`config.mk`:
```
export PLATFORM = sky130hd
export DESIGN_NAME = system_bus_fabric
export DESIGN_NICKNAME = d
export VERILOG_FILES = /design/src/bus_pkg.sv /design/src/sd_pkg.sv /design/src/bus_master_arbiter.sv /design/src/io_page_decoder.sv /design/src/sd_card_arbiter.sv /design/src/system_bus_fabric.sv
export SDC_FILE = /design/constraint.sdc
export NUM_CORES = 1
export LEC_CHECK = 0
export BUFFER_PORTS_ARGS = -buffer_cell sky130_fd_sc_hd__buf_4
export CORE_AREA = 2 2 143 145
export CTS_CLUSTER_SIZE = 20
export DETAILED_ROUTE_END_ITERATION = 8
export DIE_AREA = 0 0 145 147
export SETUP_SLACK_MARGIN = 0.1
export SYNTH_ARGS = -nofsm -noshare
export SYNTH_HDL_FRONTEND = slang
export SYNTH_HIERARCHICAL = 1
export SYNTH_SLANG_ARGS = --single-unit
```
`constraint.sdc`:
```
create_clock -name wb_clk -period 2.45 [get_ports wb_clk]
set_input_delay 0 -clock wb_clk [delete_from_list [all_inputs] [get_ports wb_clk]]
set_output_delay 0 -clock wb_clk [all_outputs]
set_load 0.02 [all_outputs]
```
`src/bus_pkg.sv`:
```
/*
 * system bus definitions shared by the fabric and its testbench
 * widths, master request struct, device index and the i/o page map
 * addresses are 17 bit, bit 16 is the console mode bit
 */
`default_nettype none

package bus_pkg;

   // **************************************************
   // bus geometry
   // **************************************************
   localparam int ADR_W       = 17;           // word address incl. console bit
   localparam int DAT_W       = 16;
   localparam int CONSOLE_BIT = ADR_W - 1;    // flips the dram window
   localparam int NUM_DMA     = 2;            // rk and my disk controllers

   // one master's request, classic wishbone
   typedef struct packed {
      logic [ADR_W-1:0] adr;
      logic [DAT_W-1:0] dat;                  // write data
      logic             cyc;
      logic             we;
      logic [1:0]       sel;                  // byte lanes
      logic             stb;
   } wb_req_t;

   // **************************************************
   // devices on the bus
   // **************************************************
   typedef enum logic [3:0] {
      DEV_ROM, DEV_DRAM, DEV_UART1, DEV_UART2, DEV_LPT,
      DEV_RK, DEV_DW, DEV_RX, DEV_MY, DEV_KGD
   } dev_id_e;

   localparam int NUM_DEV = 10;

   typedef logic [NUM_DEV-1:0] dev_sel_t;     // one bit per dev_id_e

   // i/o page, base address and block size as 2**n bytes
   localparam logic [ADR_W-1:0] UART1_BASE = 17'o177560;  // console tty
   localparam int               UART1_SZ   = 3;
   localparam logic [ADR_W-1:0] UART2_BASE = 17'o176500;
   localparam int               UART2_SZ   = 3;
   localparam logic [ADR_W-1:0] LPT_BASE   = 17'o177514;  // printer
   localparam int               LPT_SZ     = 2;
   localparam logic [ADR_W-1:0] RK_BASE    = 17'o177400;
   localparam int               RK_SZ      = 4;
   localparam logic [ADR_W-1:0] DW_BASE    = 17'o174000;  // hard disk
   localparam int               DW_SZ      = 5;
   localparam logic [ADR_W-1:0] RX_BASE    = 17'o177170;
   localparam int               RX_SZ      = 2;
   localparam logic [ADR_W-1:0] MY_BASE    = 17'o172140;  // floppy
   localparam int               MY_SZ      = 2;
   localparam logic [ADR_W-1:0] KGD_BASE   = 17'o176640;  // graphics
   localparam int               KGD_SZ     = 3;

   localparam logic [3:0] ROM_TAG = 4'b1110;  // adr[16:13] of monitor rom

endpackage

`default_nettype wire

```
`src/sd_pkg.sv`:
```
/*
 * sd card sharing definitions
 * spi lines driven by one disk controller, and the controller count
 * controller order is rk, dw, rx, my
 */
`default_nettype none

package sd_pkg;

   // **************************************************
   // card side lines owned by a controller
   // **************************************************
   typedef struct packed {
      logic mosi;    // spi data to card
      logic cs;      // chip select, low active on the card
   } sd_lines_t;

   // controllers sharing the card
   localparam int NUM_SD = 4;

   // port index of each controller
   localparam int SD_RK = 0;
   localparam int SD_DW = 1;
   localparam int SD_RX = 2;
   localparam int SD_MY = 3;

endpackage

`default_nettype wire

```
`src/bus_master_arbiter.sv`:
```
/*
 * bus master arbiter, cpu plus dma masters
 * dma grants switch only between bus cycles, lowest dma index first
 * the granted master is routed to the bus and alone sees the ack
 */
`timescale 1ns/1ps
`default_nettype none

module bus_master_arbiter #(
   parameter int NUM_DMA_P = bus_pkg::NUM_DMA
) (
   input  logic                             wb_clk,
   input  logic                             rst_i,
   input  bus_pkg::wb_req_t                 cpu_req_i,   // cpu, default owner
   input  bus_pkg::wb_req_t [NUM_DMA_P-1:0] dma_req_i,   // disk dma masters
   output bus_pkg::wb_req_t                 bus_req_o,   // forwarded request
   input  logic                             bus_ack_i,
   output logic                             cpu_gnt_o,
   output logic                             cpu_ack_o,
   output logic [NUM_DMA_P-1:0]             dma_gnt_o,
   output logic [NUM_DMA_P-1:0]             dma_ack_o
);
   import bus_pkg::*;

   logic [NUM_DMA_P-1:0] dma_gnt_q;     // one grant flop per dma master
   logic [NUM_DMA_P-1:0] gnt_nxt;       // priority pick of requesters
   logic                 pick_found;
   wb_req_t              dma_sel;       // request of the granted dma master

   // **************************************************
   // grant selection
   // **************************************************
   always_comb begin
      gnt_nxt    = '0;
      pick_found = 1'b0;
      for (int i = 0; i < NUM_DMA_P; i++) begin
         if (dma_req_i[i].cyc && !pick_found) begin  // dma request is its cyc
            gnt_nxt[i] = 1'b1;
            pick_found = 1'b1;
         end
      end
   end

   // switch only while no cycle is open on the bus
   always_ff @(posedge wb_clk) begin
      if (rst_i) begin
         dma_gnt_q <= '0;
      end else if (!bus_req_o.cyc) begin
         dma_gnt_q <= gnt_nxt;            // all zero hands the bus to cpu
      end
   end

   assign dma_gnt_o = dma_gnt_q;
   assign cpu_gnt_o = ~|dma_gnt_q;

   // **************************************************
   // request mux
   // **************************************************
   always_comb begin
      dma_sel = '0;
      for (int i = 0; i < NUM_DMA_P; i++) begin
         if (dma_gnt_q[i]) begin
            dma_sel = dma_req_i[i];
         end
      end
   end

   always_comb begin
      if (cpu_gnt_o) begin
         bus_req_o = cpu_req_i;
      end else begin
         bus_req_o     = dma_sel;        // cyc comes from the dma request
         bus_req_o.sel = 2'b11;          // dma moves whole words
      end
   end

   // ack back to the owner only
   assign cpu_ack_o = cpu_gnt_o & bus_ack_i;
   assign dma_ack_o = dma_gnt_q & {NUM_DMA_P{bus_ack_i}};

   // **************************************************
   // checks
   // **************************************************
   a_dma_gnt_onehot: assert property (
      @(posedge wb_clk) disable iff (rst_i)
      $onehot0(dma_gnt_q)
   );

endmodule

`default_nettype wire

```
`src/io_page_decoder.sv`:
```
/*
 * address decoder for the i/o page, rom and dram windows
 * one strobe per device, gated by cyc and stb
 * device acks are ored, read data muxed from the strobed device
 * all paths combinational, wb_clk is only used by the check below
 */
`timescale 1ns/1ps
`default_nettype none

module io_page_decoder (
   input  logic                                           wb_clk,
   input  bus_pkg::wb_req_t                               bus_req_i,
   output bus_pkg::dev_sel_t                              dev_stb_o,
   input  bus_pkg::dev_sel_t                              dev_ack_i,
   input  logic [bus_pkg::NUM_DEV-1:0][bus_pkg::DAT_W-1:0] dev_dat_i,
   output logic                                           bus_ack_o,
   output logic [bus_pkg::DAT_W-1:0]                      bus_rdat_o
);
   import bus_pkg::*;

   logic [ADR_W-1:0] adr;
   logic             bus_act;       // cyc and stb both up
   logic             con_mode;      // console mode address bit
   logic             low_win;       // adr[15:13] below the top 8k
   dev_sel_t         dev_hit;       // raw address match, ungated
   dev_sel_t         dev_stb;
   logic [DAT_W-1:0] rdat;

   // address inside a 2**sz byte block at base
   function automatic logic in_block(
      input logic [ADR_W-1:0] a,
      input logic [ADR_W-1:0] base,
      input int               sz
   );
      logic [ADR_W-1:0] a_blk;
      logic [ADR_W-1:0] b_blk;
      a_blk = a >> sz;
      b_blk = base >> sz;
      return a_blk == b_blk;
   endfunction

   assign adr      = bus_req_i.adr;
   assign bus_act  = bus_req_i.cyc & bus_req_i.stb;
   assign con_mode = adr[CONSOLE_BIT];
   assign low_win  = adr[CONSOLE_BIT-1 -: 3] != 3'b111;

   // **************************************************
   // address decode
   // **************************************************
   always_comb begin
      dev_hit = '0;

      // monitor rom, console mode shadow at 140000
      dev_hit[DEV_ROM]  = adr[CONSOLE_BIT -: 4] == ROM_TAG;
      // user mode: 000000-157776, console mode: 160000-177776
      dev_hit[DEV_DRAM] = low_win ^ con_mode;

      // i/o page registers, only reachable with console bit clear
      dev_hit[DEV_UART1] = in_block(adr, UART1_BASE, UART1_SZ);
      dev_hit[DEV_UART2] = in_block(adr, UART2_BASE, UART2_SZ);
      dev_hit[DEV_LPT]   = in_block(adr, LPT_BASE, LPT_SZ);
      dev_hit[DEV_RK]    = in_block(adr, RK_BASE, RK_SZ);
      dev_hit[DEV_DW]    = in_block(adr, DW_BASE, DW_SZ);
      dev_hit[DEV_RX]    = in_block(adr, RX_BASE, RX_SZ);
      dev_hit[DEV_MY]    = in_block(adr, MY_BASE, MY_SZ);
      dev_hit[DEV_KGD]   = in_block(adr, KGD_BASE, KGD_SZ);
   end

   // no strobe outside a cycle
   assign dev_stb   = bus_act ? dev_hit : '0;
   assign dev_stb_o = dev_stb;

   // **************************************************
   // response path
   // **************************************************
   assign bus_ack_o = |dev_ack_i;   // idle devices keep ack low

   always_comb begin
      rdat = '0;
      for (int i = 0; i < NUM_DEV; i++) begin
         if (dev_stb[i]) begin
            rdat = rdat | dev_dat_i[i];   // unselected devices masked off
         end
      end
   end

   assign bus_rdat_o = rdat;

   // **************************************************
   // checks
   // **************************************************
   // map has no overlaps, including rom against dram
   a_stb_onehot: assert property (
      @(posedge wb_clk)
      $onehot0(dev_stb_o)
   );

endmodule

`default_nettype wire

```
`src/sd_card_arbiter.sv`:
```
/*
 * sd card access arbiter, one spi card for several disk controllers
 * idle card goes to the lowest numbered requester
 * the owner keeps the card until it drops its request
 */
`timescale 1ns/1ps
`default_nettype none

module sd_card_arbiter #(
   parameter int NUM_SD_P        = sd_pkg::NUM_SD,
   parameter int DEFAULT_SD_PORT = 0              // drives the idle card
) (
   input  logic                             wb_clk,
   input  logic                             rst_i,
   input  logic [NUM_SD_P-1:0]              sd_req_i,
   input  sd_pkg::sd_lines_t [NUM_SD_P-1:0] sd_lines_i,
   output logic [NUM_SD_P-1:0]              sd_ack_o,
   output sd_pkg::sd_lines_t                sd_lines_o
);
   import sd_pkg::*;

   logic [NUM_SD_P-1:0] sd_ack_q;     // current owner, one-hot
   logic [NUM_SD_P-1:0] pick;         // first requester
   logic                pick_found;
   sd_lines_t           owner_lines;

   // **************************************************
   // ownership
   // **************************************************
   always_comb begin
      pick       = '0;
      pick_found = 1'b0;
      for (int n = 0; n < NUM_SD_P; n++) begin
         if (sd_req_i[n] && !pick_found) begin
            pick[n]    = 1'b1;
            pick_found = 1'b1;
         end
      end
   end

   always_ff @(posedge wb_clk) begin
      if (rst_i) begin
         sd_ack_q <= '0;
      end else if (sd_ack_q == '0) begin
         sd_ack_q <= pick;                 // idle, hand out the card
      end else begin
         sd_ack_q <= sd_ack_q & sd_req_i;  // busy, release on drop
      end
   end

   assign sd_ack_o = sd_ack_q;

   // **************************************************
   // spi line mux
   // **************************************************
   always_comb begin
      owner_lines = sd_lines_i[DEFAULT_SD_PORT];
      for (int n = 0; n < NUM_SD_P; n++) begin
         if (sd_ack_q[n]) begin
            owner_lines = sd_lines_i[n];
         end
      end
   end

   assign sd_lines_o = owner_lines;

   // **************************************************
   // checks
   // **************************************************
   a_ack_onehot: assert property (
      @(posedge wb_clk) disable iff (rst_i)
      $onehot0(sd_ack_q)
   );

   for (genvar n = 0; n < NUM_SD_P; n++) begin : g_ack_chk
      a_ack_needs_req: assert property (
         @(posedge wb_clk) disable iff (rst_i)
         $rose(sd_ack_q[n]) |-> $past(sd_req_i[n])
      );
   end

endmodule

`default_nettype wire

```
`src/system_bus_fabric.sv`:
```
/*
 * system bus fabric top
 * bus path is master arbiter then i/o page decoder
 * sd card arbiter runs beside it and shares only clock and reset
 */
`timescale 1ns/1ps
`default_nettype none

module system_bus_fabric #(
   parameter int NUM_DMA_P       = bus_pkg::NUM_DMA,
   parameter int NUM_SD_P        = sd_pkg::NUM_SD,
   parameter int DEFAULT_SD_PORT = 0
) (
   input  logic                                           wb_clk,
   input  logic                                           rst_i,
   // masters
   input  bus_pkg::wb_req_t                               cpu_req_i,
   input  bus_pkg::wb_req_t [NUM_DMA_P-1:0]               dma_req_i,
   output logic                                           cpu_gnt_o,
   output logic                                           cpu_ack_o,
   output logic [NUM_DMA_P-1:0]                           dma_gnt_o,
   output logic [NUM_DMA_P-1:0]                           dma_ack_o,
   output logic [bus_pkg::DAT_W-1:0]                      rd_dat_o,  // to all masters
   // devices
   output bus_pkg::wb_req_t                               bus_o,
   output bus_pkg::dev_sel_t                              dev_stb_o,
   input  bus_pkg::dev_sel_t                              dev_ack_i,
   input  logic [bus_pkg::NUM_DEV-1:0][bus_pkg::DAT_W-1:0] dev_dat_i,
   // sd card
   input  logic [NUM_SD_P-1:0]                            sd_req_i,
   input  sd_pkg::sd_lines_t [NUM_SD_P-1:0]               sd_lines_i,
   output logic [NUM_SD_P-1:0]                            sd_ack_o,
   output sd_pkg::sd_lines_t                              sd_lines_o
);
   import bus_pkg::*;

   wb_req_t          bus_req;    // arbiter to decoder
   logic             bus_ack;    // decoder back to arbiter
   logic [DAT_W-1:0] bus_rdat;

   assign bus_o    = bus_req;
   assign rd_dat_o = bus_rdat;

   // **************************************************
   // bus path
   // **************************************************
   bus_master_arbiter #(.NUM_DMA_P(NUM_DMA_P)) bus_master_arbiter_i (
      .wb_clk    (wb_clk),
      .rst_i     (rst_i),
      .cpu_req_i (cpu_req_i),
      .dma_req_i (dma_req_i),
      .bus_req_o (bus_req),
      .bus_ack_i (bus_ack),
      .cpu_gnt_o (cpu_gnt_o),
      .cpu_ack_o (cpu_ack_o),
      .dma_gnt_o (dma_gnt_o),
      .dma_ack_o (dma_ack_o)
   );

   io_page_decoder io_page_decoder_i (
      .wb_clk     (wb_clk),       // check clock only
      .bus_req_i  (bus_req),
      .dev_stb_o  (dev_stb_o),
      .dev_ack_i  (dev_ack_i),
      .dev_dat_i  (dev_dat_i),
      .bus_ack_o  (bus_ack),
      .bus_rdat_o (bus_rdat)
   );

   // **************************************************
   // sd card sharing
   // **************************************************
   sd_card_arbiter #(
      .NUM_SD_P        (NUM_SD_P),
      .DEFAULT_SD_PORT (DEFAULT_SD_PORT)
   ) sd_card_arbiter_i (
      .wb_clk     (wb_clk),
      .rst_i      (rst_i),
      .sd_req_i   (sd_req_i),
      .sd_lines_i (sd_lines_i),
      .sd_ack_o   (sd_ack_o),
      .sd_lines_o (sd_lines_o)
   );

endmodule

`default_nettype wire

```
==> impl_results.md <==
- Status: finished with violations
- Failing checks: negative setup slack
- Max Cap Viol: 0
- Via count: 4626
- Largest family of logic cells by synthesized area: compound AO/OA/AOI/OAI gates
- Max VDD drop: 0.180 mV
- Fin area: 0.00682 mm2
- Min Tclk post-route: 2.73 ns
- Top cell type by total area after synthesis: mux2i_1
- First-pass DRT Iterations: 4
- Switch Pwr: 0.543 mW
- Number of port buffers: 369
- Via density: 4.43
- CTS sink cnt: 6
- Hold Violations, Final: 0
- Vias in the first global route: 4862
- Highest Clock Rate: 0.367 GHz
- Top cells by area, synth: mux2i_1 (15%), a22oi_1 (10%), nand2_1 (9.2%)
- Register area share after synthesis: 4.98%
- # nets final: 1073
- Commonest non-fill, non-tap cells in the layout: buf_4 (422), nand2_1 (57), mux2i_1 (32), a22oi_1 (29), buf_12 (20)
- Ports: 374
- Skew final: 0.00711 ns
- Gr usage total: 16.5%
- Pint: 0.968 mW
- Avg WL per Cell: 17.9 um
- Htree depth: 1
- Net Sw Frac: 36.0%
- Syn_area_per_cell: 7.25 um2
- Core area: 0.0198 mm2
- Slew at the pin closest to its max-slew limit: 0.367 ns
- Reg clk slew, reported paths: 0.04 ns
- DRT antenna net count: 0
- DRT Wirelength: 18.7 mm
- Area Growth Syn to Fin: 183%
- Largest net degree at the start of global routing: 23
- #FFs+latches synth: 6
- Cells after synthesis: 333
- Clk network pwr share: 18.1%
- Setup Viol. Count Final: 16
- Worst EP required: 2.45 ns
- Post-synth design cell area: 0.00241 mm2
- Synth unique cells: 46
- Pwr Total: 1.51 mW
- Die W: 145 um
- Crit path capture type: output pin
- Compound-Gate Fraction of Synth Area: 37.6%
- Filler Cells Inserted: 2134
- DP Worst Slack: -0.215 ns
- Antenna violations before repair: 0
- Clk_lat worst skew: 0.23 ns
- CTS tree: built
- Total die area: 0.0213 mm2
- Share of cells above drive strength 1: 69.5%
- Worst setup margin: -0.278 ns
- Xor/xnor cell area share of the yosys netlist: 0.363%
- Placed cell area: 0.00624 mm2
- Final period util: 111%
- Post-Synth Simple-Gate Area: 32.9%
- FP Rows: 52
- Adder-cell share of the synthesized area: 0%
- Final GP Congestion: 0.828
- Register area: 125 um2
- Critical path startpoint category: flip-flop
- PD cells: 222 mW/mm2
- Initial detailed-routing violation count: 93
- Relative slew slack: 75.5%
- Drt drc: 0
- Hold Path Class: in -> reg
- Layout Utilization: 34.4%
- Commonest non-fill, non-tap cell in the layout: buf_4
- Multiplexer share of the synthesized area: 16.3%
- Setup TNS: -3.64 ns
- Share of the synthesized area in the top cell type: 15.3%
- Area of the multi-input gates: 0.00241 mm2
- WP data arrival: 2.73 ns
- Max Slew Vio Count: 0
- Root Driver: clkbuf_16
- Ant. Diodes: 0
- Worst Path Max Fanout: 9
- Die H: 147 um
- WS Path Type: reg -> out
- Sequential share of power: 7.2%
- Leakage: 3.14 nW
- DP HPWL: 15.6 mm
- First-pass GRT wire length: 27.5 mm
- RSZ-0062 raised after global routing: yes
- Initial core utilization: 12.2%
- Yosys warnings: 6
- CTS buffer count: 3
- Global route overflow: 0
- Syn_nets: 631
- Max Root-Sink Buffers: 2
- Combinational power share: 74.6%
[flip-flops by register name (all words and copies together) (netlist names)]
signal                          flops
sd_card_arbiter_i/sd_ack_o          4
bus_master_arbiter_i/dma_gnt_o      2
[through the flow]
step	cells	hold WS, ns
detailed placement	1016	0.222
finish	1044	0.0191
global route	1044	0.0507
global placement	1016	0.226
floorplan	333	0.0630
CTS	1037	0.0169
[path summary, 6_finish.rpt]
path              slack [ns]                                      startpoint                                              to  depth (start not counted)
setup / recovery       -0.28  bus_master_arbiter_i/dma_gnt_o[0]$_SDFFE_PP0N_                                     rd_dat_o[4]                         11
hold / removal          0.02                                     sd_req_i[1]        sd_card_arbiter_i/sd_ack_o[1]$_SDFF_PP0_                          2
setup reg to reg        1.33  bus_master_arbiter_i/dma_gnt_o[1]$_SDFFE_PP0N_  bus_master_arbiter_i/dma_gnt_o[0]$_SDFFE_PP0N_                          5
hold reg to reg         0.53        sd_card_arbiter_i/sd_ack_o[0]$_SDFF_PP0_        sd_card_arbiter_i/sd_ack_o[0]$_SDFF_PP0_                          2
[layout make-up]
class / count / share of cell area [%]
Clock buffer: 4 / 1.16
Inverter: 3 / 0.165
Multi-Input combinational cell: 297 / 35.3
Sequential cell: 6 / 1.83
Tap cell: 270 / 4.95
Timing Repair Buffer: 464 / 56.6
[cells in the mapped netlist, drive strengths merged]
cell	instances
a21oi	3
o21ai	38
nor4b	2
a221oi	16
nand4b	1
nand2	59
and2	6
nor4	9
and4	1
buf	19
a31oi	1
inv	3
a32o	16
or4	1
mux2i	37
clkbuf	8
xnor2	1
mux2	2
a21boi	1
nor3	8
nor3b	4
nand4	16
nor2	8
a22oi	32
or4b	1
or2	2
or3b	1
nand3	4
nand3b	1
a211oi	1
nand2b	5
or3	4
dfxtp	6
a22o	16
[power by group through the flow]
stage | clock network [mW] | logic [mW] | registers (mW)
floorplan | 0 | 0.385 | 0.115
global placement | 0 | 1.07 | 0.115
detailed placement | 0 | 1.07 | 0.116
CTS | 0.278 | 1.12 | 0.109
global route | 0.285 | 1.21 | 0.110
finish | 0.274 | 1.13 | 0.109
[kinds of logic (layout without fill, tap and decap cells)]
logic type	after synthesis	after routing
AND/OR/NAND/NOR	133	133
AO/OA/AOI/OAI	124	124
multiplexers	39	39
buffers and inverters	30	471
flip-flops	6	6
XOR/XNOR	1	1
[worst max-delay path: stages (launching register included)]
cell and delay, ns:
dfxtp_4 0.37, buf_12 0.13, mux2i_2 0.27, o21ai_4 0.12, or4b_4 0.55, nor4_4 0.21, buf_12 0.19, a32o_1 0.21
a221oi_2 0.05, buf_4 0.14, nand4_1 0.09, buf_4 0.16
[routing by layer]
metal  routed length, um  GRT usage (%)  vias to the layer above
met2                9890           32.3                      261
met1                7180           18.7                     2127
met4                 145           1.73                        0
met5                   0              0                        -
li1                    -              -                     2228
met3                1490           3.88                       10
[what timing repair did]
item / CTS / global route
hold endpoints to repair: 5 / 0
hold buffers: 1 / 0
endpoints found under the setup margin: 23 / 24
resized for setup: 36 / 20
buffers inserted: 13 / 7
pin swaps: 5 / 13
cloned: 3 / 0
Power figures use the tool's default switching activity.
